<file path="config.mk">
export PLATFORM = sky130hd
export DESIGN_NAME = pifo_sram_level
export DESIGN_NICKNAME = d
export VERILOG_FILES = /design/src/verilog/pifo_pkg.sv /design/src/verilog/pifo_level_ctrl.sv /design/src/verilog/pifo_min_select.sv /design/src/verilog/pifo_pop_update.sv /design/src/verilog/pifo_push_update.sv /design/src/verilog/pifo_sram_level.sv
export SDC_FILE = /design/constraint.sdc
export NUM_CORES = 2
export LEC_CHECK = 0
export BUFFER_PORTS_ARGS = -buffer_cell sky130_fd_sc_hd__buf_2
export CAP_MARGIN = 20
export CORE_UTILIZATION = 25
export CTS_CLUSTER_DIAMETER = 120
export DETAILED_ROUTE_END_ITERATION = 8
export GPL_TIMING_DRIVEN = 0
export PLACE_DENSITY = 0.46
export SLEW_MARGIN = 10
export SYNTH_ARGS = -nofsm -noshare
export SYNTH_HDL_FRONTEND = slang
export SYNTH_SLANG_ARGS = --single-unit
</file>
<file path="constraint.sdc">
create_clock -name i_clk -period 74.7 [get_ports i_clk]
set_clock_uncertainty 0.2 [all_clocks]
set_input_delay 14.94 -clock i_clk [delete_from_list [all_inputs] [get_ports i_clk]]
set_output_delay 14.94 -clock i_clk [all_outputs]
set_load 0.01 [all_outputs]
</file>
<file path="src/verilog/pifo_pkg.sv">
`default_nettype none

package pifo_pkg;

    // ------------------------------------------------------------------
    // Widths
    // ------------------------------------------------------------------
    localparam int PRIO_W      = 16;
    localparam int CNT_W       = 10;
    localparam int SLOTS       = 8;
    localparam int SLOT_IDX_W  = 3;
    localparam int NODE_ADDR_W = 9;
    localparam int LEVEL_W     = 2;

    typedef logic [PRIO_W-1:0]      elem_t;       // All ones marks an empty slot
    typedef logic [CNT_W-1:0]       count_t;
    typedef logic [SLOT_IDX_W-1:0]  slot_idx_t;
    typedef logic [NODE_ADDR_W-1:0] node_addr_t;  // Also the SRAM address
    typedef logic [LEVEL_W-1:0]     level_t;

    // ------------------------------------------------------------------
    // Node word layout
    // ------------------------------------------------------------------
    typedef struct packed {
        count_t count;  // Elements held in the sub-tree below this slot
        elem_t  elem;
    } slot_t;

    // Slot 7 sits in the top bits of the SRAM word
    typedef slot_t [SLOTS-1:0] node_word_t;

    typedef struct packed {
        logic       push;
        logic       pop;
        elem_t      elem;   // Element pushed down
        node_addr_t addr;   // Child node address
        level_t     level;
    } child_req_t;

    typedef enum logic [1:0] {
        IDLE = 2'b00,
        PUSH = 2'b01,
        POP  = 2'b11,
        WB   = 2'b10
    } level_state_e;

endpackage

`default_nettype wire

</file>
<file path="src/verilog/pifo_level_ctrl.sv">
`default_nettype none

module pifo_level_ctrl #(
    parameter int NUM_LEVELS = 4
) (
    input  wire                       i_clk,
    input  wire                       i_arst_n,
    input  wire                       i_push,
    input  wire pifo_pkg::elem_t      i_push_data,
    input  wire                       i_pop,
    input  wire pifo_pkg::node_addr_t i_my_addr,
    input  wire pifo_pkg::level_t     i_level,
    input  wire pifo_pkg::node_word_t i_read_data,
    input  wire pifo_pkg::slot_idx_t  i_count_slot,
    input  wire pifo_pkg::slot_idx_t  i_prio_slot,
    input  wire pifo_pkg::node_word_t i_push_word,
    input  wire                       i_fwd_valid,
    input  wire pifo_pkg::elem_t      i_fwd_elem,
    input  wire pifo_pkg::elem_t      i_pop_elem,
    input  wire pifo_pkg::node_word_t i_pop_word,
    output pifo_pkg::node_word_t      o_sel_word,
    output pifo_pkg::elem_t           o_push_elem,
    output logic                      o_read,
    output pifo_pkg::node_addr_t      o_read_addr,
    output logic                      o_write,
    output pifo_pkg::node_addr_t      o_write_addr,
    output pifo_pkg::node_word_t      o_write_data,
    output pifo_pkg::elem_t           o_pop_data,
    output pifo_pkg::child_req_t      o_child
);

    localparam int ADDR_KEEP_W = pifo_pkg::NODE_ADDR_W - pifo_pkg::SLOT_IDX_W;

    pifo_pkg::level_state_e state_q;
    pifo_pkg::level_state_e state_d;
    logic                   accept;
    logic                   has_child;
    pifo_pkg::elem_t        elem_q;
    pifo_pkg::node_addr_t   addr_q;
    pifo_pkg::level_t       level_q;
    pifo_pkg::node_word_t   word_q;     // Node word held across WB
    pifo_pkg::slot_idx_t    slot_q;     // Slot being refilled
    pifo_pkg::slot_idx_t    child_slot;

    // ------------------------------------------------------------------
    // Command acceptance and FSM
    // ------------------------------------------------------------------
    assign accept = (i_push ^ i_pop) && (state_q != pifo_pkg::POP);

    always_comb begin
        state_d = pifo_pkg::IDLE;
        if (state_q == pifo_pkg::POP) begin
            state_d = pifo_pkg::WB;     // Refill always follows a pop
        end else if (accept) begin
            state_d = i_push ? pifo_pkg::PUSH : pifo_pkg::POP;
        end
    end

    always_ff @(posedge i_clk or negedge i_arst_n) begin
        if (!i_arst_n) begin
            state_q <= pifo_pkg::IDLE;
            addr_q  <= '0;
            level_q <= '0;
        end else begin
            state_q <= state_d;
            if (accept) begin
                addr_q  <= i_my_addr;
                level_q <= i_level;
            end
        end
    end

    always_ff @(posedge i_clk) begin
        if (accept && i_push) begin
            elem_q <= i_push_data;
        end
        if (state_q == pifo_pkg::POP) begin
            word_q <= i_read_data;
            slot_q <= i_prio_slot;
        end
    end

    // ------------------------------------------------------------------
    // SRAM side
    // ------------------------------------------------------------------
    assign o_sel_word   = (state_q == pifo_pkg::WB) ? word_q : i_read_data;
    assign o_push_elem  = elem_q;
    assign o_read       = accept;
    assign o_read_addr  = i_my_addr;
    assign o_write      = (state_q == pifo_pkg::PUSH) || (state_q == pifo_pkg::WB);
    assign o_write_addr = addr_q;

    always_comb begin
        case (state_q)
            pifo_pkg::PUSH: o_write_data = i_push_word;
            pifo_pkg::WB:   o_write_data = i_pop_word;
            default:        o_write_data = '0;
        endcase
    end

    assign o_pop_data = (state_q == pifo_pkg::POP) ? i_pop_elem : '1;

    // ------------------------------------------------------------------
    // Child side
    // ------------------------------------------------------------------
    assign has_child = (level_q < pifo_pkg::level_t'(NUM_LEVELS - 1));  // Last level has none

    always_comb begin
        case (state_q)
            pifo_pkg::PUSH: child_slot = i_count_slot;
            pifo_pkg::POP:  child_slot = i_prio_slot;
            pifo_pkg::WB:   child_slot = slot_q;    // Stable while the child answers
            default:        child_slot = '0;
        endcase
    end

    always_comb begin
        o_child.push  = (state_q == pifo_pkg::PUSH) && i_fwd_valid && has_child;
        o_child.pop   = (state_q == pifo_pkg::POP) && has_child;
        o_child.elem  = (state_q == pifo_pkg::PUSH) ? i_fwd_elem : '1;
        o_child.addr  = {addr_q[ADDR_KEEP_W-1:0], child_slot};  // 8 * node + slot
        o_child.level = level_q + pifo_pkg::level_t'(1);
    end

endmodule

`default_nettype wire

</file>
<file path="src/verilog/pifo_min_select.sv">
`default_nettype none

module pifo_min_select (
    input  wire pifo_pkg::node_word_t i_word,
    output pifo_pkg::slot_idx_t       o_count_slot,
    output pifo_pkg::slot_idx_t       o_prio_slot
);

    pifo_pkg::count_t best_count;
    pifo_pkg::elem_t  best_elem;

    // Least sub-tree count, first slot wins on a tie
    always_comb begin
        best_count   = i_word[0].count;
        o_count_slot = '0;
        for (int i = 1; i < pifo_pkg::SLOTS; i++) begin
            if (i_word[i].count < best_count) begin
                best_count   = i_word[i].count;
                o_count_slot = pifo_pkg::slot_idx_t'(i);
            end
        end
    end

    // Least priority, same tie rule
    always_comb begin
        best_elem   = i_word[0].elem;
        o_prio_slot = '0;
        for (int i = 1; i < pifo_pkg::SLOTS; i++) begin
            if (i_word[i].elem < best_elem) begin
                best_elem   = i_word[i].elem;
                o_prio_slot = pifo_pkg::slot_idx_t'(i);
            end
        end
    end

endmodule

`default_nettype wire

</file>
<file path="src/verilog/pifo_pop_update.sv">
`default_nettype none

module pifo_pop_update (
    input  wire pifo_pkg::node_word_t i_word,
    input  wire pifo_pkg::slot_idx_t  i_slot,
    input  wire pifo_pkg::elem_t      i_child_elem,
    output pifo_pkg::elem_t           o_elem,
    output pifo_pkg::node_word_t      o_word
);

    pifo_pkg::count_t slot_count;

    assign slot_count = i_word[i_slot].count;
    assign o_elem     = i_word[i_slot].elem;  // Smallest element leaves the node

    // Refill from the child only when the sub-tree holds something
    always_comb begin
        o_word = i_word;
        if (slot_count != '0) begin
            o_word[i_slot].count = slot_count - pifo_pkg::count_t'(1);
            o_word[i_slot].elem  = i_child_elem;
        end
    end

endmodule

`default_nettype wire

</file>
<file path="src/verilog/pifo_push_update.sv">
`default_nettype none

module pifo_push_update (
    input  wire pifo_pkg::node_word_t i_word,
    input  wire pifo_pkg::slot_idx_t  i_slot,
    input  wire pifo_pkg::elem_t      i_elem,
    output pifo_pkg::node_word_t      o_word,
    output logic                      o_fwd_valid,
    output pifo_pkg::elem_t           o_fwd_elem
);

    pifo_pkg::elem_t  stored_elem;
    pifo_pkg::count_t stored_count;
    logic             slot_empty;

    assign stored_elem  = i_word[i_slot].elem;
    assign stored_count = i_word[i_slot].count;
    assign slot_empty   = (stored_elem == '1);

    // ------------------------------------------------------------------
    // Place the new element, push the larger one down
    // ------------------------------------------------------------------
    always_comb begin
        o_word              = i_word;
        o_word[i_slot].count = stored_count + pifo_pkg::count_t'(1);
        o_fwd_valid         = 1'b0;
        o_fwd_elem          = '1;

        if (slot_empty) begin
            o_word[i_slot].elem = i_elem;   // Free slot takes it directly
        end else begin
            o_fwd_valid = 1'b1;
            if (i_elem < stored_elem) begin
                // New element beats the resident one
                o_word[i_slot].elem = i_elem;
                o_fwd_elem          = stored_elem;
            end else begin
                o_fwd_elem = i_elem;    // Ties keep the resident
            end
        end
    end

endmodule

`default_nettype wire

</file>
<file path="src/verilog/pifo_sram_level.sv">
`default_nettype none

module pifo_sram_level #(
    parameter int NUM_LEVELS = 4
) (
    input  wire                       i_clk,
    input  wire                       i_arst_n,

    // Parent
    input  wire                       i_push,
    input  wire pifo_pkg::elem_t      i_push_data,
    input  wire                       i_pop,
    input  wire pifo_pkg::node_addr_t i_my_addr,
    input  wire pifo_pkg::level_t     i_level,
    output pifo_pkg::elem_t           o_pop_data,

    // SRAM
    output logic                      o_read,
    output pifo_pkg::node_addr_t      o_read_addr,
    input  wire pifo_pkg::node_word_t i_read_data,
    output logic                      o_write,
    output pifo_pkg::node_addr_t      o_write_addr,
    output pifo_pkg::node_word_t      o_write_data,

    // Child
    output pifo_pkg::child_req_t      o_child,
    input  wire pifo_pkg::elem_t      i_pop_data
);

    pifo_pkg::node_word_t sel_word;
    pifo_pkg::slot_idx_t  count_slot;
    pifo_pkg::slot_idx_t  prio_slot;
    pifo_pkg::elem_t      push_elem;
    pifo_pkg::node_word_t push_word;
    logic                 fwd_valid;
    pifo_pkg::elem_t      fwd_elem;
    pifo_pkg::elem_t      pop_elem;
    pifo_pkg::node_word_t pop_word;

    pifo_level_ctrl #(
        .NUM_LEVELS (NUM_LEVELS)
    ) u_ctrl (
        .i_clk        (i_clk),
        .i_arst_n     (i_arst_n),
        .i_push       (i_push),
        .i_push_data  (i_push_data),
        .i_pop        (i_pop),
        .i_my_addr    (i_my_addr),
        .i_level      (i_level),
        .i_read_data  (i_read_data),
        .i_count_slot (count_slot),
        .i_prio_slot  (prio_slot),
        .i_push_word  (push_word),
        .i_fwd_valid  (fwd_valid),
        .i_fwd_elem   (fwd_elem),
        .i_pop_elem   (pop_elem),
        .i_pop_word   (pop_word),
        .o_sel_word   (sel_word),
        .o_push_elem  (push_elem),
        .o_read       (o_read),
        .o_read_addr  (o_read_addr),
        .o_write      (o_write),
        .o_write_addr (o_write_addr),
        .o_write_data (o_write_data),
        .o_pop_data   (o_pop_data),
        .o_child      (o_child)
    );

    pifo_min_select u_min_select (
        .i_word       (sel_word),
        .o_count_slot (count_slot),
        .o_prio_slot  (prio_slot)
    );

    pifo_push_update u_push_update (
        .i_word      (sel_word),
        .i_slot      (count_slot),
        .i_elem      (push_elem),
        .o_word      (push_word),
        .o_fwd_valid (fwd_valid),
        .o_fwd_elem  (fwd_elem)
    );

    pifo_pop_update u_pop_update (
        .i_word       (sel_word),
        .i_slot       (prio_slot),
        .i_child_elem (i_pop_data),
        .o_elem       (pop_elem),
        .o_word       (pop_word)
    );

endmodule

`default_nettype wire
</file>
* Word level (Yosys, flattened, before mapping)
Index checks and enable logic that the tools add are counted.
** Cells by class
- $add $sub $neg :: 3
- Multipliers :: 0
- Divide/modulo/power cells :: 0
- $lt $le $gt $ge :: 20
- Equal/unequal tests :: 5
- Shift operators :: 0
- Muxes and demuxes :: 56
- Bitwise operators :: 1
- Reduce and logical (&&, ||, !) cells :: 9
** Operator list (count)
- bitwise mux 208 bit :: 4
- 2-to-1 mux 208 bit :: 4
- case mux 208 bit (2 select lines) :: 1
- demux 26 bit (select 3 bit) :: 4
- 2-to-1 mux 16 bit :: 12
- binary-select mux 26 bit (select 3 bit) :: 2
- < comparator 16 bit :: 8
- 2-to-1 mux 26 bit :: 4
- < comparator 10 bit :: 7
- 2-to-1 mux 10 bit :: 6
- 2-to-1 mux 3 bit :: 8
- == test 16 bit (second input constant) :: 1
- 2-to-1 mux 2 bit :: 7
- adder 10 x 1 -> 10 bit (second input constant) :: 1
- nonzero test 10 bit :: 1
- subtractor 10 x 1 -> 10 bit (second input constant) :: 1
- case mux 3 bit (3 select lines) :: 1
- < comparator 3 x 4 -> 1 bit (second input constant) :: 2
- logical AND 1 bit :: 7
- greater-or-equal comparator 3 x 1 -> 1 bit (second input constant) :: 2
- == test 2 bit (second input constant) :: 2
- 2-to-1 mux 1 bit :: 3
- adder 2 x 1 -> 2 bit (second input constant) :: 1
- == test 2 x 1 -> 1 bit (second input constant) :: 1
- 4 further kinds :: 4
** Word-level totals
- Flip-flop bits (word level) :: 240
- Bits in latches :: 0
- Bits in writable memories :: 0
- Memory bits (read-only) :: 0
- Input port bits :: 255
- Output and inout bits :: 273
- Word-level logic and storage cells :: 115
- Memories :: 0

* Longest topological paths before layout
- Depth in word-level cells :: 25
- Mapped depth :: 125
- Depth with buffers taken out :: 95

* By module
From an unflattened synthesis, not the netlist that was laid out.
** Second synthesis, totals
- Cells, all modules :: 3074
- Area, all modules :: 29483.3 sq um
** By module, submodules not included
- pifo_level_ctrl :: times used 1, cells an instance 1042, area each 13402.9 sq um, seq. area each 7141.8 sq um
- pifo_min_select :: times used 1, cells an instance 880, area each 6409.9 sq um, seq. area each 0.0 sq um
- pifo_push_update :: times used 1, cells an instance 695, area each 5440.2 sq um, seq. area each 0.0 sq um
- pifo_pop_update :: times used 1, cells an instance 457, area each 4230.3 sq um, seq. area each 0.0 sq um

* Least setup slack after synthesis
OpenSTA, ideal clock, no wires.
- Path type :: input port to output port
- Start point :: input i_read_data[40] (netlist name)
- End point :: output o_write_data[128] (netlist name)
- Data arrival time :: 35.181 ns
- Required time :: 59.560 ns
- Setup slack :: 24.379 ns
- Stages on the path :: 94
- Path buffers :: 18
- Path through :: mux2_2 ha_1 nand4_1 or4_1 a211o_1 nand3_1 clkbuf_1 clkbuf_1 o21ai_0 ha_1 nand4_1 nor4_1 nor4b_1 a211o_1 a211oi_2 and2_1 clkbuf_1 clkbuf_1 [58 not listed] a21o_1 a21o_1 a21oi_1 o211ai_1 or2_2 a221o_1 o21ai_1 buf_2 mux2i_1 a221oi_1 o211ai_1 ha_1 inv_1 a31oi_2 clkbuf_1 nor2_1 o31a_1 a311oi_1
** RTL lines
- start: declaration :: line pifo_sram_level.sv:20 : input wire pifo_pkg::node_word_t i_read_data,
- end: declaration :: line pifo_sram_level.sv:23 : output pifo_pkg::node_word_t o_write_data,

==> impl_metrics.toml <==
[synthesis]
syn_inst = 3316
synth_top_family_by_area = "compound AO/OA/AOI/OAI gates"
synthMuxAreaShare_pct = 13.2
synth_simple_gate_area_share_pct = 17.4
synth-xor-area-share_pct = 0.670
yosysTopAreaCell = "edfxtp_1"
ys_warn_count = 0
syn_area_mm2 = 0.0275
synth_edf_count = 227
synth_sequential_area_ratio_pct = 26.0
synth_ff_type = "edfxtp_1"
synth_most_common_cell = "nand2_1"
yosysUniqueCellTypes = 101
synth_compound_area_share_pct = 28.3
postSynthAreaPerCell_um2 = 8.28
ys_ff_latch = 240
netlist_top_cells_area = "edfxtp_1 (25%), ha_1 (8.2%), mux2_2 (6.9%), mux2i_1 (5.9%), o211ai_1 (5.6%)"
synth_common_cells = "nand2_1 (355), nor2_1 (240), edfxtp_1 (227), o21ai_0 (211), o211ai_1 (204)"
synthArstFlopShare_pct = 5.42
yosys.area_share.adder_pct = 8.23
netlist.area_leader.share_pct = 24.8
synth_nets = 3751

[cts]
cts_tree = "yes"
clk_path_buf_depth = 3
cts_setup_buffers = 0
cts_sinks = 240
clk_pin_slew_ns = 0.05
cts_max_level = 2
clock-root-buffer = "clkbuf_16"
clkLatencyLatePin_ns = 0.58
holdBufCountCts = 0
cts.repair.resized = 0
numCtsBuffers = 36

[run_status]
status = "finished, final reports clean"

[timing]
period_needed_ns = 61.69
setup_viol = 0
relSlewSlack_pct = 8.62
rsz0062_at_grt = "false"
max_freq_mhz = 16.2
worst_pin_slew_ns = 1.37
finalWorstSetupSlack_ns = 13.01
finalHoldViolCount = 0
slew_violations = 0
setup_tns_ns = 0
fin_crit_sh_pct = 82.6

[floorplanning]
initial_core_util_pct = 25.2
die_h_um = 333
chipWidth_um = 333
core-area_mm2 = 0.109
io_pins = 528
num_rows = 121
dieArea_mm2 = 0.111

[global_routing]
grt_first_pass_wirelength_mm = 284
grtUsageTotal_pct = 37.2
antenna_found_initial = 22
grt_max_degree = 54
grt.overflow.total = 0
grt_pass1_vias = 32100

[place]
place_inst = 5283
postPlaceCellArea_mm2 = 0.0323
gp_congestion = 1.09
port_buffers = 527
dp_hpwl_mm = 174
dpl_worst_slack_ns = 14.80

[min_path]
hold_class = "reg -> reg"

[detailed_routing]
drcViolationCount = 0
vias = 34000
drtPass1Iterations = 7
antenna_left = 0
totalWireLength_mm = 215
via_per_inst = 6.34
routedWlPerCell_um = 40.2
drt_iter0_markers = 4786

[finish]
final_cell_count_no_fill = 5355
syn2layout_area_growth_pct = 21.9
final_cell_area_mm2 = 0.0335
layout-drive-gt1-share_pct = 23.7
fin_nets = 4349

[worst_setup_path]
critical_path_arrival_ns = 46.55
cp-start-kind = "input port"
cp_common_cell = "clkbuf_1"
cp.required_ns = 59.56
crit_fanout = 10
worstSetupPathType = "in -> out"
cp-end-kind = "primary output"
slowest_stage = "o21ai_2"
max_stage_delay_ns = 0.92

[job]
cap_violations = 0
area by class of cell:
type / count / area, µm²
diodes: 5 / 12.5
well taps: 1414 / 1770
flip-flops and latches: 240 / 7140
clock inverters: 15 / 138
clock buffers: 45 / 956
inverters: 121 / 454
multi-input cells: 2672 / 18700
repair buffers: 560 / 3040
fillers: 11900 / 75400
plain buffers: 283 / 1240
cell usage in the layout (no fill, tap or decap), drive strengths merged, types with 100 or more instances in the layout:
cell type / count
buf: 679
nand2: 357
nor2: 242
o21ai: 238
edfxtp: 227
clkbuf: 208
o211ai: 205
ha: 180
mux2: 179
mux2i: 162
a21oi: 155
nand3: 123
inv: 122
nand4: 100
per-stage QoR:
stage	hold slack, ns	utilization, %
detailed placement	0.294	29.7
CTS	0.305	30.7
global route	0.326	30.7
finish	0.300	30.8
global placement	0.287	29.3
floorplan	0.285	-
state kept, by name, indices dropped and copies added (netlist names):
| name | flops |
|---|---|
| u_ctrl.o_write_addr | 9 |
| u_ctrl.slot_q | 3 |
| u_ctrl.state_q | 2 |
| u_ctrl.word_q | 208 |
| u_ctrl.o_push_elem | 16 |
| u_ctrl.level_q | 2 |
metal layers:
layer  wire length [µm]  part of all wire (%)  vias up  GRT usage (%)
met4              19000                   8.8       12           27.1
met2              93600                    43     2553           57.8
li1                   -                     -    14100              -
met3              20800                   9.6      723           7.78
met5                184                 0.085        -          0.782
met1              81900                    38    16600           45.5
path summary, 6_finish.rpt:
path | slack, ns | depth (start not counted) | endpoint | start
max | 13.01 | 94 | o_write_data[104] | i_read_data[6]
min | 0.30 | 1 | u_ctrl.o_write_addr[6]$_DFFE_PN0P_ | u_ctrl.o_write_addr[6]$_DFFE_PN0P_
max reg2reg | 40.52 | 96 | u_ctrl.slot_q[0]$_DFFE_PP_ | u_ctrl.state_q[0]$_DFF_PN0_
min reg2reg | 0.30 | 1 | u_ctrl.o_write_addr[6]$_DFFE_PN0P_ | u_ctrl.o_write_addr[6]$_DFFE_PN0P_
max in group asynchronous | 60.01 | 1 | u_ctrl.o_write_addr[5]$_DFFE_PN0P_ | i_arst_n
min in group asynchronous | 14.04 | 1 | u_ctrl.level_q[1]$_DFFE_PN0P_ | i_arst_n
cells by family after synthesis:
| logic type | count (synthesis) |
|---|---|
| mux | 341 |
| simple gates | 1021 |
| xor+xnor | 21 |
| fa+ha+maj | 181 |
| buf+inv | 404 |
| flops | 240 |
| compound gates | 1108 |
critical path: cells and delay by family:
kind | cells | cell delay [ns]
and+or+nand+nor | 22 | 6.55
muxes | 1 | 0.74
adders and majority gates | 8 | 2.63
buffers and inverters | 20 | 8.53
AOI/OAI and AO/OA | 43 | 13.04
Power is left out: the tool's default activity adds up to more than one toggle a clock period on the data nets, which glitch-free logic cannot reach.
